===== config.mk =====
export PLATFORM = sky130hd
export DESIGN_NAME = fetch_stage
export DESIGN_NICKNAME = d
export VERILOG_FILES = /design/src/source/otter_pkg.sv /design/src/source/fetch_stage.sv
export SDC_FILE = /design/constraint.sdc
export NUM_CORES = 1
export LEC_CHECK = 0
export ABC_CLOCK_PERIOD_IN_PS = 2200
export BUFFER_PORTS_ARGS = -buffer_cell sky130_fd_sc_hd__buf_2
export CAP_MARGIN = 20
export CORE_MARGIN = 1
export CORE_UTILIZATION = 51
export DETAILED_ROUTE_END_ITERATION = 10
export GPL_TIMING_DRIVEN = 0
export PLACE_DENSITY_LB_ADDON = 0.3
export SLEW_MARGIN = 20
export SYNTH_ARGS = -nofsm -noshare
export SYNTH_HDL_FRONTEND = slang
export SYNTH_SLANG_ARGS = --single-unit
export TNS_END_PERCENT = 10

===== constraint.sdc =====
create_clock -name CLK -period 2.2 [get_ports CLK]
set_clock_uncertainty 0.05 [all_clocks]
set_input_delay 0.44 -clock CLK [delete_from_list [all_inputs] [get_ports CLK]]
set_output_delay 0.44 -clock CLK [all_outputs]
set_load 0.1 [all_outputs]

===== src/program.mem =====
// One 32-bit instruction per line in hex, word 0 first
// The trailing comment gives word index and assembly
11000FB7 // 00 lui   x31, 0x11000       I/O base
123450B7 // 01 lui   x1, 0x12345
67808093 // 02 addi  x1, x1, 0x678
001FA023 // 03 sw    x1, 0(x31)         entry 0
F9C00113 // 04 addi  x2, x0, -100
02500193 // 05 addi  x3, x0, 37
00310233 // 06 add   x4, x2, x3
403202B3 // 07 sub   x5, x4, x3
0032C333 // 08 xor   x6, x5, x3
00431393 // 09 slli  x7, x6, 4
0033A433 // 10 slt   x8, x7, x3
0083B4B3 // 11 sltu  x9, x7, x8
004FA223 // 12 sw    x4, 4(x31)         entry 1
005FA423 // 13 sw    x5, 8(x31)         entry 2
006FA623 // 14 sw    x6, 12(x31)        entry 3
007FA823 // 15 sw    x7, 16(x31)        entry 4
008FAA23 // 16 sw    x8, 20(x31)        entry 5
009FAC23 // 17 sw    x9, 24(x31)        entry 6
000FA503 // 18 lw    x10, 0(x31)        read iobus_in
00150593 // 19 addi  x11, x10, 1        load-use stall
00BFAE23 // 20 sw    x11, 28(x31)       entry 7
FFF54613 // 21 xori  x12, x10, -1
02CFA023 // 22 sw    x12, 32(x31)       entry 8
CAFE06B7 // 23 lui   x13, 0xCAFE0
00168693 // 24 addi  x13, x13, 1
04D02023 // 25 sw    x13, 0x40(x0)      RAM
04002703 // 26 lw    x14, 0x40(x0)
00270793 // 27 addi  x15, x14, 2
02FFA223 // 28 sw    x15, 36(x31)       entry 9
00000813 // 29 addi  x16, x0, 0         sum
00500893 // 30 addi  x17, x0, 5         counter
01180833 // 31 add   x16, x16, x17      loop top
FFF88893 // 32 addi  x17, x17, -1
FE089CE3 // 33 bne   x17, x0, -8
030FA423 // 34 sw    x16, 40(x31)       entry 10
7FF00913 // 35 addi  x18, x0, 2047
3AE90913 // 36 addi  x18, x18, 942      x18 = 0xBAD
05A00993 // 37 addi  x19, x0, 0x5A
00088663 // 38 beq   x17, x0, +12       taken
032FA623 // 39 sw    x18, 44(x31)       flushed
032FA623 // 40 sw    x18, 44(x31)       flushed
033FA623 // 41 sw    x19, 44(x31)       entry 11
03C00A13 // 42 addi  x20, x0, 0x3C
00315463 // 43 bge   x2, x3, +8         not taken
034FA823 // 44 sw    x20, 48(x31)       entry 12
00C00AEF // 45 jal   x21, +12           link 0xB8
032FAA23 // 46 sw    x18, 52(x31)       flushed
032FAA23 // 47 sw    x18, 52(x31)       flushed
035FAA23 // 48 sw    x21, 52(x31)       entry 13
00000B17 // 49 auipc x22, 0             x22 = 0xC4
015B0067 // 50 jalr  x0, 21(x22)        to word 54
032FAC23 // 51 sw    x18, 56(x31)       skipped
032FAC23 // 52 sw    x18, 56(x31)       skipped
032FAC23 // 53 sw    x18, 56(x31)       skipped
07700B93 // 54 addi  x23, x0, 0x77
037FAC23 // 55 sw    x23, 56(x31)       entry 14
0000006F // 56 jal   x0, 0              self-loop


===== src/source/otter_pkg.sv =====
package otter_pkg;

    ////////////////////////////////////////////////////////////
    // Widths
    ////////////////////////////////////////////////////////////

    typedef logic [31:0] word_t;      // Data or byte address
    typedef logic [4:0]  reg_addr_t;  // Register number x0..x31

    // Major opcodes of the supported RV32I subset
    typedef enum logic [6:0] {
        NOP    = 7'b0000000,  // Bubble
        LUI    = 7'b0110111,
        AUIPC  = 7'b0010111,
        JAL    = 7'b1101111,
        JALR   = 7'b1100111,
        BRANCH = 7'b1100011,
        LOAD   = 7'b0000011,
        STORE  = 7'b0100011,
        OP_IMM = 7'b0010011,
        OP     = 7'b0110011
    } opcode_t;

    // Encoded as {funct7[5], funct3} so OP decodes directly
    typedef enum logic [3:0] {
        ALU_ADD  = 4'b0000,
        ALU_SUB  = 4'b1000,
        ALU_SLL  = 4'b0001,
        ALU_SLT  = 4'b0010,
        ALU_SLTU = 4'b0011,
        ALU_XOR  = 4'b0100,
        ALU_SRL  = 4'b0101,
        ALU_SRA  = 4'b1101,
        ALU_OR   = 4'b0110,
        ALU_AND  = 4'b0111,
        ALU_LUI  = 4'b1001   // Pass operand B
    } alu_op_t;

    typedef enum logic [1:0] {
        WB_ALU  = 2'd0,
        WB_LOAD = 2'd1,
        WB_PC4  = 2'd2       // Link value for JAL/JALR
    } wb_sel_t;

    // Control word that follows an instruction from decode onward
    typedef struct packed {
        opcode_t   opcode;
        logic [2:0] funct3;   // Branch condition
        reg_addr_t rd;
        reg_addr_t rs1;
        reg_addr_t rs2;
        logic      rs1_used;
        logic      rs2_used;
        logic      reg_we;
        logic      mem_we;
        logic      mem_re;
        alu_op_t   alu_op;
        wb_sel_t   wb_sel;
        word_t     pc;
        logic      valid;     // Cleared for bubbles and flushed slots
    } ex_ctrl_t;

    localparam word_t IO_BASE = 32'h1100_0000;  // Start of the MMIO region

endpackage

===== src/source/fetch_stage.sv =====
`timescale 1ns/10ps

module fetch_stage import otter_pkg::*; #(
    parameter int IMEM_WORDS = 64
) (
    input  logic  CLK,
    input  logic  arst_n,
    input  logic  stall,
    input  logic  redirect,
    input  word_t redirect_pc,
    output word_t instr,
    output word_t pc,
    output logic  valid
);

    localparam int IA_W = $clog2(IMEM_WORDS);  // ROM word index width

    word_t rom [IMEM_WORDS];  // Word-addressed program store
    word_t fetch_pc;          // PC of the instruction being read now

    initial
    begin
        $readmemh("/design/src/program.mem", rom);
    end

    // Redirect wins; a load-use stall holds the PC in place
    always_ff @(posedge CLK or negedge arst_n)
    begin
        if (!arst_n)
            fetch_pc <= '0;
        else if (redirect)
            fetch_pc <= redirect_pc;
        else if (!stall)
            fetch_pc <= fetch_pc + 32'd4;
    end

    ////////////////////////////////////////////////////////////
    // Fetch/decode register
    ////////////////////////////////////////////////////////////

    always_ff @(posedge CLK or negedge arst_n)
    begin
        if (!arst_n)
            valid <= 1'b0;
        else if (redirect)
            valid <= 1'b0;              // Wrong-path slot
        else if (!stall)
            valid <= 1'b1;
    end

    always_ff @(posedge CLK)
    begin
        if (!stall)
        begin
            instr <= rom[fetch_pc[IA_W+1:2]];  // Byte PC to word index
            pc    <= fetch_pc;
        end
    end

endmodule


* Yosys cells after proc, flatten, opt, wreduce, memory -nomap -nowiden
Index checks and enable logic that the tools add are counted.
** Cells by class
- Add/sub/neg operators :: 1
- Equality and inequality tests :: 1
- Multiplexer cells :: 4
** Operator list (count)
- 32-bit 2-to-1 mux :: 2
- 32-bit by 3-bit adder with 32-bit output, second input constant :: 1
- 1-bit 2-to-1 mux :: 2
- 2-bit by 1-bit != test with 1-bit output, second input constant :: 1
** Storage, ports and cells
- Input port bits :: 36
- Register bits :: 97
- Logic and storage cells :: 10
- Output and inout port bits :: 65

* Longest topological paths before layout
- Word-level depth :: 3
- Gate-level depth with buffers :: 7
- Gate-level depth less buffers :: 5

* Worst setup path after synthesis
Ideal clock, no wire load.
- Path type :: input to register
- From :: in stall
- To :: reg fetch_pc[25]
- Setup slack :: 0.098 ns
- Required time :: 2.068 ns
- Stages on the path :: 6
- Path buffers :: 2
- Setup time :: 0.082 ns
- Data arrival time :: 1.970 ns
- Path through :: buf_4 -> nand4b_4 -> or4_1 -> buf_2 -> or4_1 -> a31oi_1
** Between the ends
- Cells in the longest elaborated chain, start to end :: 1
** Ends and longest elaborated chain
- from (decl) :: RTL line fetch_stage.sv:8 : input logic stall,
- 2-bit by 1-bit != test with 1-bit output (no line)
- to (signal assigned) :: RTL line fetch_stage.sv:32 : fetch_pc <= redirect_pc;
- to (signal assigned) :: RTL line fetch_stage.sv:34 : fetch_pc <= fetch_pc + 32'd4;
- to (decl) :: RTL line fetch_stage.sv:19 : word_t fetch_pc;
No other way between the ends.
A chain may end at the register's enable or synchronous reset.

* Worst setup path after layout
- From :: reg fetch_pc[3]
- To :: reg fetch_pc[26]
** Between the ends
- Cells in the longest elaborated chain, start to end :: 3
** Ends and longest elaborated chain
- 32-bit by 3-bit adder with 32-bit output :: RTL line fetch_stage.sv:34
- 32-bit 2-to-1 mux :: RTL line fetch_stage.sv:33 : else if (!stall)
- 32-bit 2-to-1 mux :: RTL line fetch_stage.sv:31 : else if (redirect)
No other way between the ends. The select of a mux whose other input is x is not followed.

==> qor.csv <==
metric;value;unit
Most used DFF post-synth;dfrtp_1;
Worst EP required;2.42;ns
post-route ant nets;0;
most common cell after layout, fill and taps aside;buf_2;
total track usage;0.224;
Congestion Overflow GR;0;
setup TNS;0;ns
Hold Crit Class;in2async;
first-pass GRT wire length;10.7;mm
Placement Cell Area;0.00369;mm2
relative slew slack;0.502;
post-DR wirelength/cell;14.5;um
post-DR vias/cell;5.23;
met1 usage in global routing;0.291;
Clock Latency Late Sink;0.35;ns
pin count of the biggest net entering global routing;34;
clock transition at the registers of the reported paths;0.07;ns
number of synthesized flops with an enable pin;32;
element type at the critical path end;register;
synthesized instance count;278;
Bufs on Longest Clock Path;2;
layout cells sized above 1;0.334;
final setup vio count;0;
initial cell density of the core;0.530;
vias in the first global route;2303;
RSZ-0062 raised after global routing;true;
vias;2456;
clk sink count;65;
Post-CTS Hold Buffers;0;
CP max-delay cell;or4_1;
Post-Syn Area;0.00314;mm2
hold_ws;0.0995;ns
gpl congestion;0.813;
R2R Path End;fetch_pc[26]$_DFFE_PN0N_;
Core Area;0.00592;mm2
Crit path max-delay family;simple AND/OR/NAND/NOR gates;
Root Buffer;clkbuf_8;
DPL Wire Length;4.72;mm
Port Buffers;67;
DIE AREA;0.00648;mm2
Seq/Total Area, Yosys;0.569;
first-pass iteration count of the detailed router;4;
Worst Path Arrival;2.35;ns
final wirelength;6.80;mm
synth unique cells;44;
drt first-iter violations;163;
Critical Path Max Stage Delay;0.48;ns
I/O pin count;101;
Pwr Density;855;mW/mm2
nets;427;
Avg Synthesized Cell Area;11.3;um2
reg2reg path depth;6;
min Tclk post-route;2.13;ns
Final Hold Vio Count;0;
antenna cells;0;
critical setup path kind;reg2reg;
number of synthesized register bits;65;
FMAX;470;MHz
RR Startpoint;fetch_pc[3]$_DFFE_PN0N_;
MaxCap Viol Count;0;
grt met3 use;0.0614;
Area Overhead vs Synth;24.1;%
Top Usage Layer GRT;met2;
most frequent cells in the layout;buf_2, buf_4, conb_1, edfxtp_1, dfrtp_1;
period utilization;0.967;
crit path max fanout;10;
worst-margin pin slew;0.746;ns
H-tree levels;3;
CTS tree;done;
P_leak;1.68;nW
# DRC;0;
Ys Warns;0;
Power Total;3.33;mW
Worst R2R Setup Slack;0.07;ns
ys async rst share;0.508;
CP Cell Sequence;ha_1 > nand2_1 > or3_1 > buf_2 > or4_1 > a31oi_1;
final instance area;0.00390;mm2
GR Util met2;0.348;
Bufs and invs on worst path;1;
peak supply drop;0.000458;V
final slew viol count;0;
status;completed;
site row count;28;
total CTS buffers;9;
Die W;80.5;um
CP Launch Type;register;
initial antenna violation count;0;
Vert. Die Dim;80.5;um
repair_timing:
item                                    4_1_cts  5_1_grt
setup buffers                                 0        4
endpoints found under the setup margin        1       12
gates resized for setup                       1        6
pin swaps                                     0        1
endpoints found under the hold margin         0        0
cells by family after synthesis:
group,after synthesis,synth area share
and+or+nand+nor,97,0.181
DFF,65,0.569
buffers and inverters,52,0.103
AOI/OAI and AO/OA,46,0.0956
xor gates and xnor gates,13,0.0363
muxes,3,0.0104
adders and majority gates,1,0.00398
other,1,0.00119
how the worst max path moves through the flow:
| stage | from | depth (start not counted) | slack (ns) | to |
|---|---|---|---|---|
| 2_1_floorplan | stall | 6 | 0.1 | fetch_pc[25]$_DFFE_PN0N_ |
| 4_1_cts | fetch_pc[5]$_DFFE_PN0N_ | 6 | 0.0004 | fetch_pc[20]$_DFFE_PN0N_ |
| 3_5_place_dp | stall | 7 | -0.14 | fetch_pc[25]$_DFFE_PN0N_ |
| 5_1_grt | fetch_pc[7]$_DFFE_PN0N_ | 5 | -0.02 | fetch_pc[19]$_DFFE_PN0N_ |
| 6_report | fetch_pc[3]$_DFFE_PN0N_ | 6 | 0.07 | fetch_pc[26]$_DFFE_PN0N_ |
| 3_3_place_gp | stall | 7 | -0.1 | fetch_pc[26]$_DFFE_PN0N_ |
where the power goes:
| group | internal, mW | total, mW | leakage, nW | switching (mW) |
|---|---|---|---|---|
| Combinational | 0.173 | 0.894 | 0.891 | 0.721 |
| Sequential | 1.40 | 1.50 | 0.692 | 0.0977 |
| Clock | 0.512 | 0.945 | 0.0922 | 0.433 |
stage by stage:
| stage | utilization | setup slack [ns] | instances |
|---|---|---|---|
| 3_5_place_dp | 0.623 | -0.139 | 451 |
| 3_3_place_gp | 0.623 | -0.0993 | 451 |
| 5_1_grt | 0.658 | -0.0182 | 470 |
| 6_report | 0.658 | 0.0716 | 470 |
| 4_1_cts | 0.653 | 0.000385 | 467 |
| 2_1_floorplan | - | 0.0978 | 309 |
cell type report:
| class | count | area (um2) |
|---|---|---|
| fillers | 462 | 2020 |
| repair buffers | 71 | 365 |
| inverters | 7 | 26.3 |
| clock inverters | 5 | 47.5 |
| multi-input cells | 192 | 1150 |
| well taps | 75 | 93.8 |
| flip-flops and latches | 65 | 1790 |
| clock buffers | 11 | 131 |
| plain buffers | 44 | 294 |
sequential cells by signal, summed over array words and instances, names as in the netlist:
| register | flops |
|---|---|
| fetch_pc | 32 |
| pc | 32 |
| valid | 1 |
metal layers:
| layer | part of all wire | wire length, um | up-vias |
|---|---|---|---|
| li1 | - | - | 1180 |
| met1 | 0.43 | 2920 | 1166 |
| met2 | 0.49 | 3300 | 94 |
| met3 | 0.056 | 379 | 16 |
| met4 | 0.029 | 199 | 0 |
| met5 | 0 | 0 | - |
Yosys cell counts, types with 2 or more instances:
cell,number,area (um2)
o41ai_1,3,26.3
mux2_2,2,22.5
clkbuf_1,8,30.0
a31oi_1,13,81.3
and2_1,2,12.5
dfrtp_1,33,826
nand3_1,8,40.0
nor4b_1,2,17.5
nor4_1,4,25.0
or3_1,4,25.0
nand4b_1,3,26.3
o21ai_0,2,10.0
xnor2_1,6,52.6
nor2_1,17,63.8
and3_1,2,12.5
and4_1,2,17.5
buf_4,33,248
o21ai_1,14,70.1
nand2b_1,2,12.5
or4_1,9,67.6
o31a_1,4,35.0
buf_2,3,15.0
o31ai_1,8,60.1
nor2b_1,2,12.5
xor2_1,7,61.3
inv_1,6,22.5
nand4_1,8,50.1
nand2_1,24,90.1
edfxtp_1,32,961
(Power assumes the default switching activity.)
